File: config.mk
export PLATFORM = sky130hd
export DESIGN_NAME = noc_req_bridge
export DESIGN_NICKNAME = d
export VERILOG_FILES = /design/src/logic/noc_flit_pkg.sv /design/src/logic/noc_axi_pkg.sv /design/src/logic/burst_if.sv /design/src/logic/req_arbiter.sv /design/src/logic/packet_fsm.sv /design/src/logic/beat_counter.sv /design/src/logic/flit_packer.sv /design/src/logic/noc_req_bridge.sv
export VERILOG_INCLUDE_DIRS = /design/src /design/src/logic
export SDC_FILE = /design/constraint.sdc
export NUM_CORES = 1
export LEC_CHECK = 0
export CAP_MARGIN = 10
export CORE_UTILIZATION = 40
export DETAILED_ROUTE_END_ITERATION = 16
export DONT_BUFFER_PORTS = 1
export HOLD_SLACK_MARGIN = 0.03
export SYNTH_ARGS = -nofsm -noshare
export SYNTH_HDL_FRONTEND = slang
export SYNTH_HIERARCHICAL = 1
export SYNTH_SLANG_ARGS = --single-unit
File: constraint.sdc
create_clock -name ACLK -period 5.2 [get_ports ACLK]
set_input_delay 1.56 -clock ACLK [delete_from_list [all_inputs] [get_ports ACLK]]
set_output_delay 1.56 -clock ACLK [all_outputs]
set_load 0.05 [all_outputs]
File: src/logic/noc_bridge_defs.svh
`ifndef NOC_BRIDGE_DEFS_SVH
`define NOC_BRIDGE_DEFS_SVH

`define NOC_AXI_DATA_W 32
`define NOC_ADDR_W 16
`define NOC_ID_W 4
`define NOC_FLIT_W 40

// mesh dimensions and coordinate width
`define NOC_MESH_X 4
`define NOC_MESH_Y 4
`define NOC_COORD_W 2
`define NOC_CNT_W 8

// low bit of each routing header field
`define NOC_HDR_DST_Y_LSB 0
`define NOC_HDR_DST_X_LSB 2
`define NOC_HDR_SRC_Y_LSB 4
`define NOC_HDR_SRC_X_LSB 6
`define NOC_HDR_CNT_LSB 8

// AW/AR subheader fields
`define NOC_SUB_BURST_LSB 0
`define NOC_SUB_SIZE_LSB 2
`define NOC_SUB_LEN_LSB 5
`define NOC_SUB_ADDR_LSB 13
`define NOC_SUB_ID_LSB 29

`endif

File: src/logic/noc_flit_pkg.sv
`include "noc_bridge_defs.svh"

package noc_flit_pkg;

    // one flit on the mesh stream
    typedef logic [`NOC_FLIT_W-1:0] flit_t;

    typedef logic [`NOC_COORD_W-1:0] coord_x_t;
    typedef logic [`NOC_COORD_W-1:0] coord_y_t;

    // number of flits that follow the routing header
    typedef logic [`NOC_CNT_W-1:0] pkt_count_t;

    // carried on the stream id lines so the far end can tell flits apart
    typedef enum logic [1:0] {
        FLIT_HEAD = 2'd0,
        FLIT_AW   = 2'd1,
        FLIT_AR   = 2'd2,
        FLIT_W    = 2'd3
    } flit_kind_e;

endpackage

File: src/logic/noc_axi_pkg.sv
`include "noc_bridge_defs.svh"

package noc_axi_pkg;

    typedef logic [`NOC_ID_W-1:0] axi_id_t;
    typedef logic [`NOC_ADDR_W-1:0] axi_addr_t;
    typedef logic [7:0] axi_len_t;
    typedef logic [2:0] axi_size_t;
    typedef logic [1:0] axi_burst_t;
    typedef logic [`NOC_AXI_DATA_W-1:0] axi_data_t;
    typedef logic [`NOC_AXI_DATA_W/8-1:0] axi_strb_t;

    // which request channel owns the current packet
    typedef enum logic {
        REQ_WRITE = 1'b0,
        REQ_READ  = 1'b1
    } req_kind_e;

endpackage

File: src/logic/burst_if.sv
`timescale 1ns/100ps

interface burst_if;

    logic                  load; // pulses when the AW flit is accepted so len is taken
    noc_axi_pkg::axi_len_t len;
    logic                  beat; // one W flit accepted
    logic                  last;

    modport fsm (
        output load, len, beat,
        input  last
    );

    modport counter (
        input  load, len, beat,
        output last
    );

endinterface

File: src/logic/req_arbiter.sv
`timescale 1ns/100ps

module req_arbiter (
    input  logic                   ACLK,
    input  logic                   ARESETn,
    input  logic                   awvalid_i,
    input  logic                   arvalid_i,
    input  logic                   pkt_done_i,
    output logic                   grant_valid_o,
    output noc_axi_pkg::req_kind_e grant_kind_o
);
    import noc_axi_pkg::*;

    logic      lock_q;
    req_kind_e kind_q;
    req_kind_e prio_q;
    req_kind_e pick;

    always_comb begin
        if (awvalid_i && arvalid_i) begin
            pick = prio_q;
        end else if (awvalid_i) begin
            pick = REQ_WRITE;
        end else begin
            pick = REQ_READ;
        end
    end

    // the kind is frozen from the first offered header until the packet ends
    assign grant_valid_o = lock_q | awvalid_i | arvalid_i;
    assign grant_kind_o  = lock_q ? kind_q : pick;

    always_ff @(posedge ACLK or negedge ARESETn) begin
        if (!ARESETn) begin
            lock_q <= 1'b0;
            kind_q <= REQ_WRITE;
            prio_q <= REQ_WRITE;
        end else if (pkt_done_i) begin
            lock_q <= 1'b0;
            if (kind_q == REQ_WRITE) begin // the other side goes first next time
                prio_q <= REQ_READ;
            end else begin
                prio_q <= REQ_WRITE;
            end
        end else if (!lock_q && grant_valid_o) begin
            lock_q <= 1'b1;
            kind_q <= pick;
        end
    end

    // the FSM can only finish a packet that it was granted
    a_done_needs_grant: assert property (
        @(posedge ACLK) disable iff (!ARESETn) pkt_done_i |-> lock_q
    );

endmodule

File: src/logic/packet_fsm.sv
`timescale 1ns/100ps

module packet_fsm (
    input  logic                      ACLK,
    input  logic                      ARESETn,
    input  logic                      grant_valid_i,
    input  noc_axi_pkg::req_kind_e    grant_kind_i,
    input  noc_axi_pkg::axi_len_t     awlen_i,
    input  logic                      wvalid_i,
    input  logic                      m_tready_i,
    output logic                      awready_o,
    output logic                      arready_o,
    output logic                      wready_o,
    output logic                      m_tvalid_o,
    output logic                      m_tlast_o,
    output logic                      pkt_done_o,
    output noc_flit_pkg::flit_kind_e  flit_kind_o,
    burst_if.fsm                      burst
);
    import noc_axi_pkg::*;
    import noc_flit_pkg::*;

    typedef enum logic [1:0] {
        IDLE_HEAD,
        SEND_AW,
        SEND_W,
        SEND_AR
    } state_e;

    state_e state_q;
    state_e state_d;

    assign burst.len = awlen_i;

    always_ff @(posedge ACLK or negedge ARESETn) begin
        if (!ARESETn) begin
            state_q <= IDLE_HEAD;
        end else begin
            state_q <= state_d;
        end
    end

    always_comb begin
        state_d     = state_q;
        awready_o   = 1'b0;
        arready_o   = 1'b0;
        wready_o    = 1'b0;
        m_tvalid_o  = 1'b0;
        m_tlast_o   = 1'b0;
        pkt_done_o  = 1'b0;
        flit_kind_o = FLIT_HEAD;
        burst.load  = 1'b0;
        burst.beat  = 1'b0;
        case (state_q)
            IDLE_HEAD: begin
                m_tvalid_o = grant_valid_i; // header needs nothing but the grant
                if (grant_valid_i && m_tready_i) begin
                    if (grant_kind_i == REQ_WRITE) begin
                        state_d = SEND_AW;
                    end else begin
                        state_d = SEND_AR;
                    end
                end
            end
            SEND_AW: begin
                // awvalid is still high here since the grant came from it
                flit_kind_o = FLIT_AW;
                m_tvalid_o  = 1'b1;
                awready_o   = m_tready_i;
                burst.load  = m_tready_i;
                if (m_tready_i) begin
                    state_d = SEND_W;
                end
            end
            SEND_W: begin
                flit_kind_o = FLIT_W;
                m_tvalid_o  = wvalid_i;
                wready_o    = m_tready_i;
                m_tlast_o   = wvalid_i & burst.last;
                if (wvalid_i && m_tready_i) begin
                    burst.beat = 1'b1;
                    if (burst.last) begin
                        pkt_done_o = 1'b1;
                        state_d    = IDLE_HEAD;
                    end
                end
            end
            SEND_AR: begin
                flit_kind_o = FLIT_AR;
                m_tvalid_o  = 1'b1;
                m_tlast_o   = 1'b1;
                arready_o   = m_tready_i;
                if (m_tready_i) begin
                    pkt_done_o = 1'b1;
                    state_d    = IDLE_HEAD;
                end
            end
            default: begin
                state_d = IDLE_HEAD;
            end
        endcase
    end

    a_one_ready: assert property (
        @(posedge ACLK) disable iff (!ARESETn) $onehot0({awready_o, arready_o, wready_o})
    );

endmodule

File: src/logic/beat_counter.sv
`timescale 1ns/100ps

module beat_counter (
    input  logic       ACLK,
    input  logic       ARESETn,
    input  logic       wlast_i,
    burst_if.counter   burst
);
    import noc_axi_pkg::*;

    axi_len_t count_q; // beats still to come after the current one

    always_ff @(posedge ACLK or negedge ARESETn) begin
        if (!ARESETn) begin
            count_q <= '0;
        end else if (burst.load) begin
            count_q <= burst.len;
        end else if (burst.beat) begin
            count_q <= count_q - axi_len_t'(1);
        end
    end

    assign burst.last = (count_q == '0);

    // master's WLAST has to agree with AWLEN
    a_wlast_match: assert property (
        @(posedge ACLK) disable iff (!ARESETn) burst.beat |-> (wlast_i == burst.last)
    );

endmodule

File: src/logic/flit_packer.sv
`timescale 1ns/100ps
`include "noc_bridge_defs.svh"

module flit_packer #(
    parameter int ROUTER_X = 0,
    parameter int ROUTER_Y = 0
) (
    input  noc_flit_pkg::flit_kind_e flit_kind_i,
    input  noc_axi_pkg::req_kind_e   grant_kind_i,
    input  noc_axi_pkg::axi_id_t     awid_i,
    input  noc_axi_pkg::axi_addr_t   awaddr_i,
    input  noc_axi_pkg::axi_len_t    awlen_i,
    input  noc_axi_pkg::axi_size_t   awsize_i,
    input  noc_axi_pkg::axi_burst_t  awburst_i,
    input  noc_axi_pkg::axi_id_t     arid_i,
    input  noc_axi_pkg::axi_addr_t   araddr_i,
    input  noc_axi_pkg::axi_len_t    arlen_i,
    input  noc_axi_pkg::axi_size_t   arsize_i,
    input  noc_axi_pkg::axi_burst_t  arburst_i,
    input  noc_axi_pkg::axi_data_t   wdata_i,
    input  noc_axi_pkg::axi_strb_t   wstrb_i,
    output noc_flit_pkg::flit_t      tdata_o,
    output noc_flit_pkg::flit_kind_e tid_o,
    output noc_axi_pkg::axi_strb_t   tstrb_o
);
    import noc_axi_pkg::*;
    import noc_flit_pkg::*;

    function automatic flit_t pack_sub(axi_id_t id, axi_addr_t addr, axi_len_t len,
                                       axi_size_t size, axi_burst_t burst);
        flit_t f;
        f = '0;
        f[`NOC_SUB_BURST_LSB +: $bits(axi_burst_t)] = burst;
        f[`NOC_SUB_SIZE_LSB +: $bits(axi_size_t)]   = size;
        f[`NOC_SUB_LEN_LSB +: $bits(axi_len_t)]     = len;
        f[`NOC_SUB_ADDR_LSB +: $bits(axi_addr_t)]   = addr;
        f[`NOC_SUB_ID_LSB +: $bits(axi_id_t)]       = id;
        return f;
    endfunction

    axi_id_t    dst_idx;
    pkt_count_t hdr_count;
    flit_t      head_flit;

    always_comb begin
        // id 1 sits at (0,0), and id 0 wraps around to the far corner
        if (grant_kind_i == REQ_WRITE) begin
            dst_idx   = awid_i - axi_id_t'(1);
            hdr_count = pkt_count_t'(awlen_i) + pkt_count_t'(2);
        end else begin
            dst_idx   = arid_i - axi_id_t'(1);
            hdr_count = pkt_count_t'(1);
        end
        head_flit = '0;
        head_flit[`NOC_HDR_DST_X_LSB +: `NOC_COORD_W] = coord_x_t'(dst_idx % `NOC_MESH_X);
        head_flit[`NOC_HDR_DST_Y_LSB +: `NOC_COORD_W] = coord_y_t'(dst_idx / `NOC_MESH_X);
        head_flit[`NOC_HDR_SRC_X_LSB +: `NOC_COORD_W] = coord_x_t'(ROUTER_X);
        head_flit[`NOC_HDR_SRC_Y_LSB +: `NOC_COORD_W] = coord_y_t'(ROUTER_Y);
        head_flit[`NOC_HDR_CNT_LSB +: `NOC_CNT_W]     = hdr_count;
    end

    always_comb begin
        tstrb_o = '1;
        case (flit_kind_i)
            FLIT_AW: tdata_o = pack_sub(awid_i, awaddr_i, awlen_i, awsize_i, awburst_i);
            FLIT_AR: tdata_o = pack_sub(arid_i, araddr_i, arlen_i, arsize_i, arburst_i);
            FLIT_W: begin
                tdata_o = flit_t'(wdata_i); // data sits in the low bits with the rest zero
                tstrb_o = wstrb_i;
            end
            default: tdata_o = head_flit;
        endcase
    end

    assign tid_o = flit_kind_i;

endmodule

File: src/logic/noc_req_bridge.sv
`timescale 1ns/100ps

module noc_req_bridge #(
    parameter int ROUTER_X = 0,
    parameter int ROUTER_Y = 0
) (
    input  logic                     ACLK,
    input  logic                     ARESETn,

    input  logic                     awvalid_i,
    output logic                     awready_o,
    input  noc_axi_pkg::axi_id_t     awid_i,
    input  noc_axi_pkg::axi_addr_t   awaddr_i,
    input  noc_axi_pkg::axi_len_t    awlen_i,
    input  noc_axi_pkg::axi_size_t   awsize_i,
    input  noc_axi_pkg::axi_burst_t  awburst_i,

    input  logic                     wvalid_i,
    output logic                     wready_o,
    input  noc_axi_pkg::axi_data_t   wdata_i,
    input  noc_axi_pkg::axi_strb_t   wstrb_i,
    input  logic                     wlast_i,

    input  logic                     arvalid_i,
    output logic                     arready_o,
    input  noc_axi_pkg::axi_id_t     arid_i,
    input  noc_axi_pkg::axi_addr_t   araddr_i,
    input  noc_axi_pkg::axi_len_t    arlen_i,
    input  noc_axi_pkg::axi_size_t   arsize_i,
    input  noc_axi_pkg::axi_burst_t  arburst_i,

    output logic                     m_tvalid_o,
    input  logic                     m_tready_i,
    output noc_flit_pkg::flit_t      m_tdata_o,
    output noc_flit_pkg::flit_kind_e m_tid_o,
    output noc_axi_pkg::axi_strb_t   m_tstrb_o,
    output logic                     m_tlast_o
);
    import noc_axi_pkg::*;
    import noc_flit_pkg::*;

    logic       grant_valid;
    req_kind_e  grant_kind;
    logic       pkt_done;
    flit_kind_e flit_kind;

    burst_if burst_i ();

    req_arbiter arbiter_i (
        .ACLK          (ACLK),
        .ARESETn       (ARESETn),
        .awvalid_i     (awvalid_i),
        .arvalid_i     (arvalid_i),
        .pkt_done_i    (pkt_done),
        .grant_valid_o (grant_valid),
        .grant_kind_o  (grant_kind)
    );

    packet_fsm fsm_i (
        .ACLK          (ACLK),
        .ARESETn       (ARESETn),
        .grant_valid_i (grant_valid),
        .grant_kind_i  (grant_kind),
        .awlen_i       (awlen_i),
        .wvalid_i      (wvalid_i),
        .m_tready_i    (m_tready_i),
        .awready_o     (awready_o),
        .arready_o     (arready_o),
        .wready_o      (wready_o),
        .m_tvalid_o    (m_tvalid_o),
        .m_tlast_o     (m_tlast_o),
        .pkt_done_o    (pkt_done),
        .flit_kind_o   (flit_kind),
        .burst         (burst_i.fsm)
    );

    beat_counter counter_i (
        .ACLK    (ACLK),
        .ARESETn (ARESETn),
        .wlast_i (wlast_i),
        .burst   (burst_i.counter)
    );

    flit_packer #(
        .ROUTER_X (ROUTER_X),
        .ROUTER_Y (ROUTER_Y)
    ) packer_i (
        .flit_kind_i  (flit_kind),
        .grant_kind_i (grant_kind),
        .awid_i       (awid_i),
        .awaddr_i     (awaddr_i),
        .awlen_i      (awlen_i),
        .awsize_i     (awsize_i),
        .awburst_i    (awburst_i),
        .arid_i       (arid_i),
        .araddr_i     (araddr_i),
        .arlen_i      (arlen_i),
        .arsize_i     (arsize_i),
        .arburst_i    (arburst_i),
        .wdata_i      (wdata_i),
        .wstrb_i      (wstrb_i),
        .tdata_o      (m_tdata_o),
        .tid_o        (m_tid_o),
        .tstrb_o      (m_tstrb_o)
    );

endmodule

==> load_flow_metrics.sql <==
INSERT INTO impl_metrics (metric_group, metric, value, unit) VALUES
('sta', 'tns', '0', 'ns'),
('layout', 'share_of_cells_above_drive_strength_1', '30.36', '%'),
('worst_setup_path', 'crit_path_max_incr_delay', '0.62', 'ns'),
('die', 'io_pins', '160', ''),
('routing', 'firstDrtPassIters', '4', ''),
('routing', 'route.detailed.drc', '0', ''),
('sta', 'transition_time_of_the_tightest_slew_check_pin', '0.8906', 'ns'),
('logic_synthesis', 'synth_area_in_compound_gates', '22.11', '%'),
('layout', 'finalNonFillerCells', '291', ''),
('worst_setup_path', 'critPathCapture', 'm_tdata_o[1]', ''),
('worst_setup_path', 'cp_slowest_cell', 'sky130_fd_sc_hd__mux4_2', ''),
('placed_design', 'io_buffer_count', '0', ''),
('grt', 'grt_first_pass_wirelength', '7.797', 'mm'),
('grt', 'grt_pass1_vias', '1652', ''),
('worst_setup_path', 'series_of_cell_instances_along_the_critical_path', 'nand2_1 > a31oi_1 > buf_4 > or4b_1 > o41ai_2 > xnor2_1 > mux4_2', ''),
('sta', 'report.final.setup_viol', '0', ''),
('die', 'floorplan.die_area', '5469', 'sq um'),
('cts', 'postCtsResizedCells', '0', ''),
('job', 'cap_violations', '0', ''),
('sta', 'timing.slew.headroom', '40.41', '%'),
('die', 'initial_util', '42.71', '%'),
('logic_synthesis', 'synth_top_family_by_area', 'multiplexers', ''),
('logic_synthesis', 'synth_async_sr_flop_share', '100.0', '%'),
('worst_setup_path', 'crit_family', 'multiplexers', ''),
('sta', 'timing.clock.skew', '0.006678', 'ns'),
('die', 'die_y', '73.95', 'um'),
('worst_setup_path', 'reg2regPathDepth', '5', ''),
('routing', 'avgViaCountPerCell', '5.918', ''),
('grt', 'antenna_violations_before_repair', '0', ''),
('logic_synthesis', 'syn_avg_cell_area', '8.887', 'sq um'),
('die', 'std_cell_rows', '25', ''),
('worst_setup_path', 'critPathKind', 'input pin to output port', ''),
('logic_synthesis', 'seq_area_frac_synth', '15.71', '%'),
('cts', 'insertion_delay_to_the_later_sink_of_the_worst_skew_pair', '0.24', 'ns'),
('grt', 'grt-ovfl-total', '0', ''),
('placed_design', 'detailed_place_hpwl', '4.209', 'mm'),
('outcome', 'run_status', 'finished, final reports clean', ''),
('min_path', 'hold_class', 'register to register', ''),
('logic_synthesis', 'number_of_flops_mapped_to_enable_cells_by_yosys', '0', ''),
('sta', 'maxSlewViolCount', '0', ''),
('routing', 'vias', '1722', ''),
('logic_synthesis', 'synth.ff_latch_count', '13', ''),
('logic_synthesis', 'postSynth.topFlopCell', 'sky130_fd_sc_hd__dfrtp_1', ''),
('worst_setup_path', 'regToRegSetupSlack', '2.62', 'ns'),
('sta', 'period_share', '92.16', '%'),
('sta', 'max_freq', '0.2087', 'GHz'),
('worst_setup_path', 'buffers_inverters_on_critical_path', '1', ''),
('worst_setup_path', 'worstPathArrival', '3.23', 'ns'),
('layout', 'areaGrowthSynthToFinish', '2.960', '%'),
('worst_setup_path', 'worstSetupStartpointType', 'input pin', ''),
('cts', 'cts_hold_repair_buffers', '0', ''),
('cts', 'clock_root_buffer', 'sky130_fd_sc_hd__clkbuf_8', ''),
('cts', 'cts_tree', 'done', ''),
('worst_setup_path', 'reg2reg_to', 'fsm_i/state_q[0]$_DFFE_PN0P_', ''),
('grt', 'pin_count_of_the_biggest_net_entering_global_routing', '37', ''),
('routing', 'postRouteWirelength', '5.121', 'mm'),
('logic_synthesis', 'yosys.area.top_type_share', '15.71', '%'),
('routing', 'route.antenna.remaining_nets', '0', ''),
('logic_synthesis', 'post_synth_xor_area_fraction', '4.653', '%'),
('routing', 'first_iter_violations', '52', ''),
('sta', 'final.min_clock_period', '4.792', 'ns'),
('placed_design', 'pre_cts_slack', '0.3980', 'ns'),
('cts', 'clock_sinks', '13', ''),
('worst_setup_path', 'start_point_of_the_critical_path', 'arvalid_i', ''),
('cts', 'cts-buffers-inserted', '3', ''),
('min_path', 'number_of_instances_on_the_worst_hold_path', '1', ''),
('placed_design', 'numPlacedInstances', '287', ''),
('logic_synthesis', 'post-synth-top-count-cell', 'sky130_fd_sc_hd__mux2_2', ''),
('worst_setup_path', 'critPathCaptureType', 'output port', ''),
('layout', 'antenna_cells_inserted', '0', ''),
('sta', 'fin_ws', '0.4076', 'ns');
==> final cells by class <==
cell class	instances	area [sq um]
Tap cell	67	83.83
Inverter	10	37.54
Multi-Input combinational cell	184	1541
Fill cell	480	2716
Sequential cell	13	325.3
Clock buffer	3	41.29
Timing Repair Buffer	13	97.59
Clock inverter	1	5.005
==> layout by cell type, fill, tap and decap left out, drive strengths merged, types with 2 or more instances in the layout <==
cell,n
buf,13
nor2b,5
nand2,18
a21oi,5
inv,10
conb,7
or3,3
or4,3
mux2i,7
nor2,6
dfrtp,13
ha,11
or2,4
and2,2
a22oi,7
clkbuf,3
o21ai,17
o31a,2
mux4,4
nand3,4
a21boi,2
a22o,20
mux2,28
xnor2,7
xor2,4
a211oi,2
nand3b,2
or4b,2
==> worst register-to-register path: stages, from the launching register on <==
cell and delay, ns:
sky130_fd_sc_hd__dfrtp_1 0.43, sky130_fd_sc_hd__or4_1 0.59, sky130_fd_sc_hd__nor4b_1 0.53, sky130_fd_sc_hd__inv_1 0.16
sky130_fd_sc_hd__a2111oi_4 0.44, sky130_fd_sc_hd__mux2_4 0.33
==> routing by layer <==
metal / global-route usage (%) / part of all wire [%] / up-vias
met4: 3.632 / 1.2 / 0
met3: 4.065 / 7.0 / 8
met1: 22.19 / 40 / 820
met5: 0 / 0 / -
li1: - / - / 815
met2: 32.93 / 51 / 79
==> state kept, by name (all words and copies together) (netlist names) <==
register and count:
counter_i/count_q 8, fsm_i/state_q 2, arbiter_i/kind_q 1, arbiter_i/lock_q 1, arbiter_i/prio_q 1
==> worst min-delay path by stage <==
stage,slack (ns),end,start
CTS,0.49,arbiter_i/prio_q$_DFFE_PN0P_,arbiter_i/kind_q$_DFFE_PN0P_
global placement,0.48,arbiter_i/prio_q$_DFFE_PN0P_,arbiter_i/kind_q$_DFFE_PN0P_
detailed placement,0.48,arbiter_i/prio_q$_DFFE_PN0P_,arbiter_i/kind_q$_DFFE_PN0P_
global route,0.51,arbiter_i/prio_q$_DFFE_PN0P_,arbiter_i/kind_q$_DFFE_PN0P_
finish,0.49,arbiter_i/prio_q$_DFFE_PN0P_,arbiter_i/kind_q$_DFFE_PN0P_
floorplan,0.44,arbiter_i/prio_q$_DFFE_PN0P_,arbiter_i/kind_q$_DFFE_PN0P_
==> cells by family (layout without fill, tap and decap cells) <==
kind of cell | Yosys count | count (layout)
xor+xnor | 11 | 11
other cells | 1 | 7
buf+inv | 42 | 27
flops | 13 | 13
mux | 39 | 39
fa+ha+maj | 11 | 11
compound gates | 60 | 60
simple gates | 56 | 56
==> stage by stage <==
step | instance area [sq um] | hold WS [ns]
5_1_grt | 2132 | 0.5103
2_1_floorplan | 2093 | 0.4404
4_1_cts | 2132 | 0.4904
3_5_place_dp | 2086 | 0.4798
6_report | 2132 | 0.4857
3_3_place_gp | 2086 | 0.4759
Power is not shown: default switching activity piles up to over one toggle a cycle in this logic, so the estimate is an artifact.
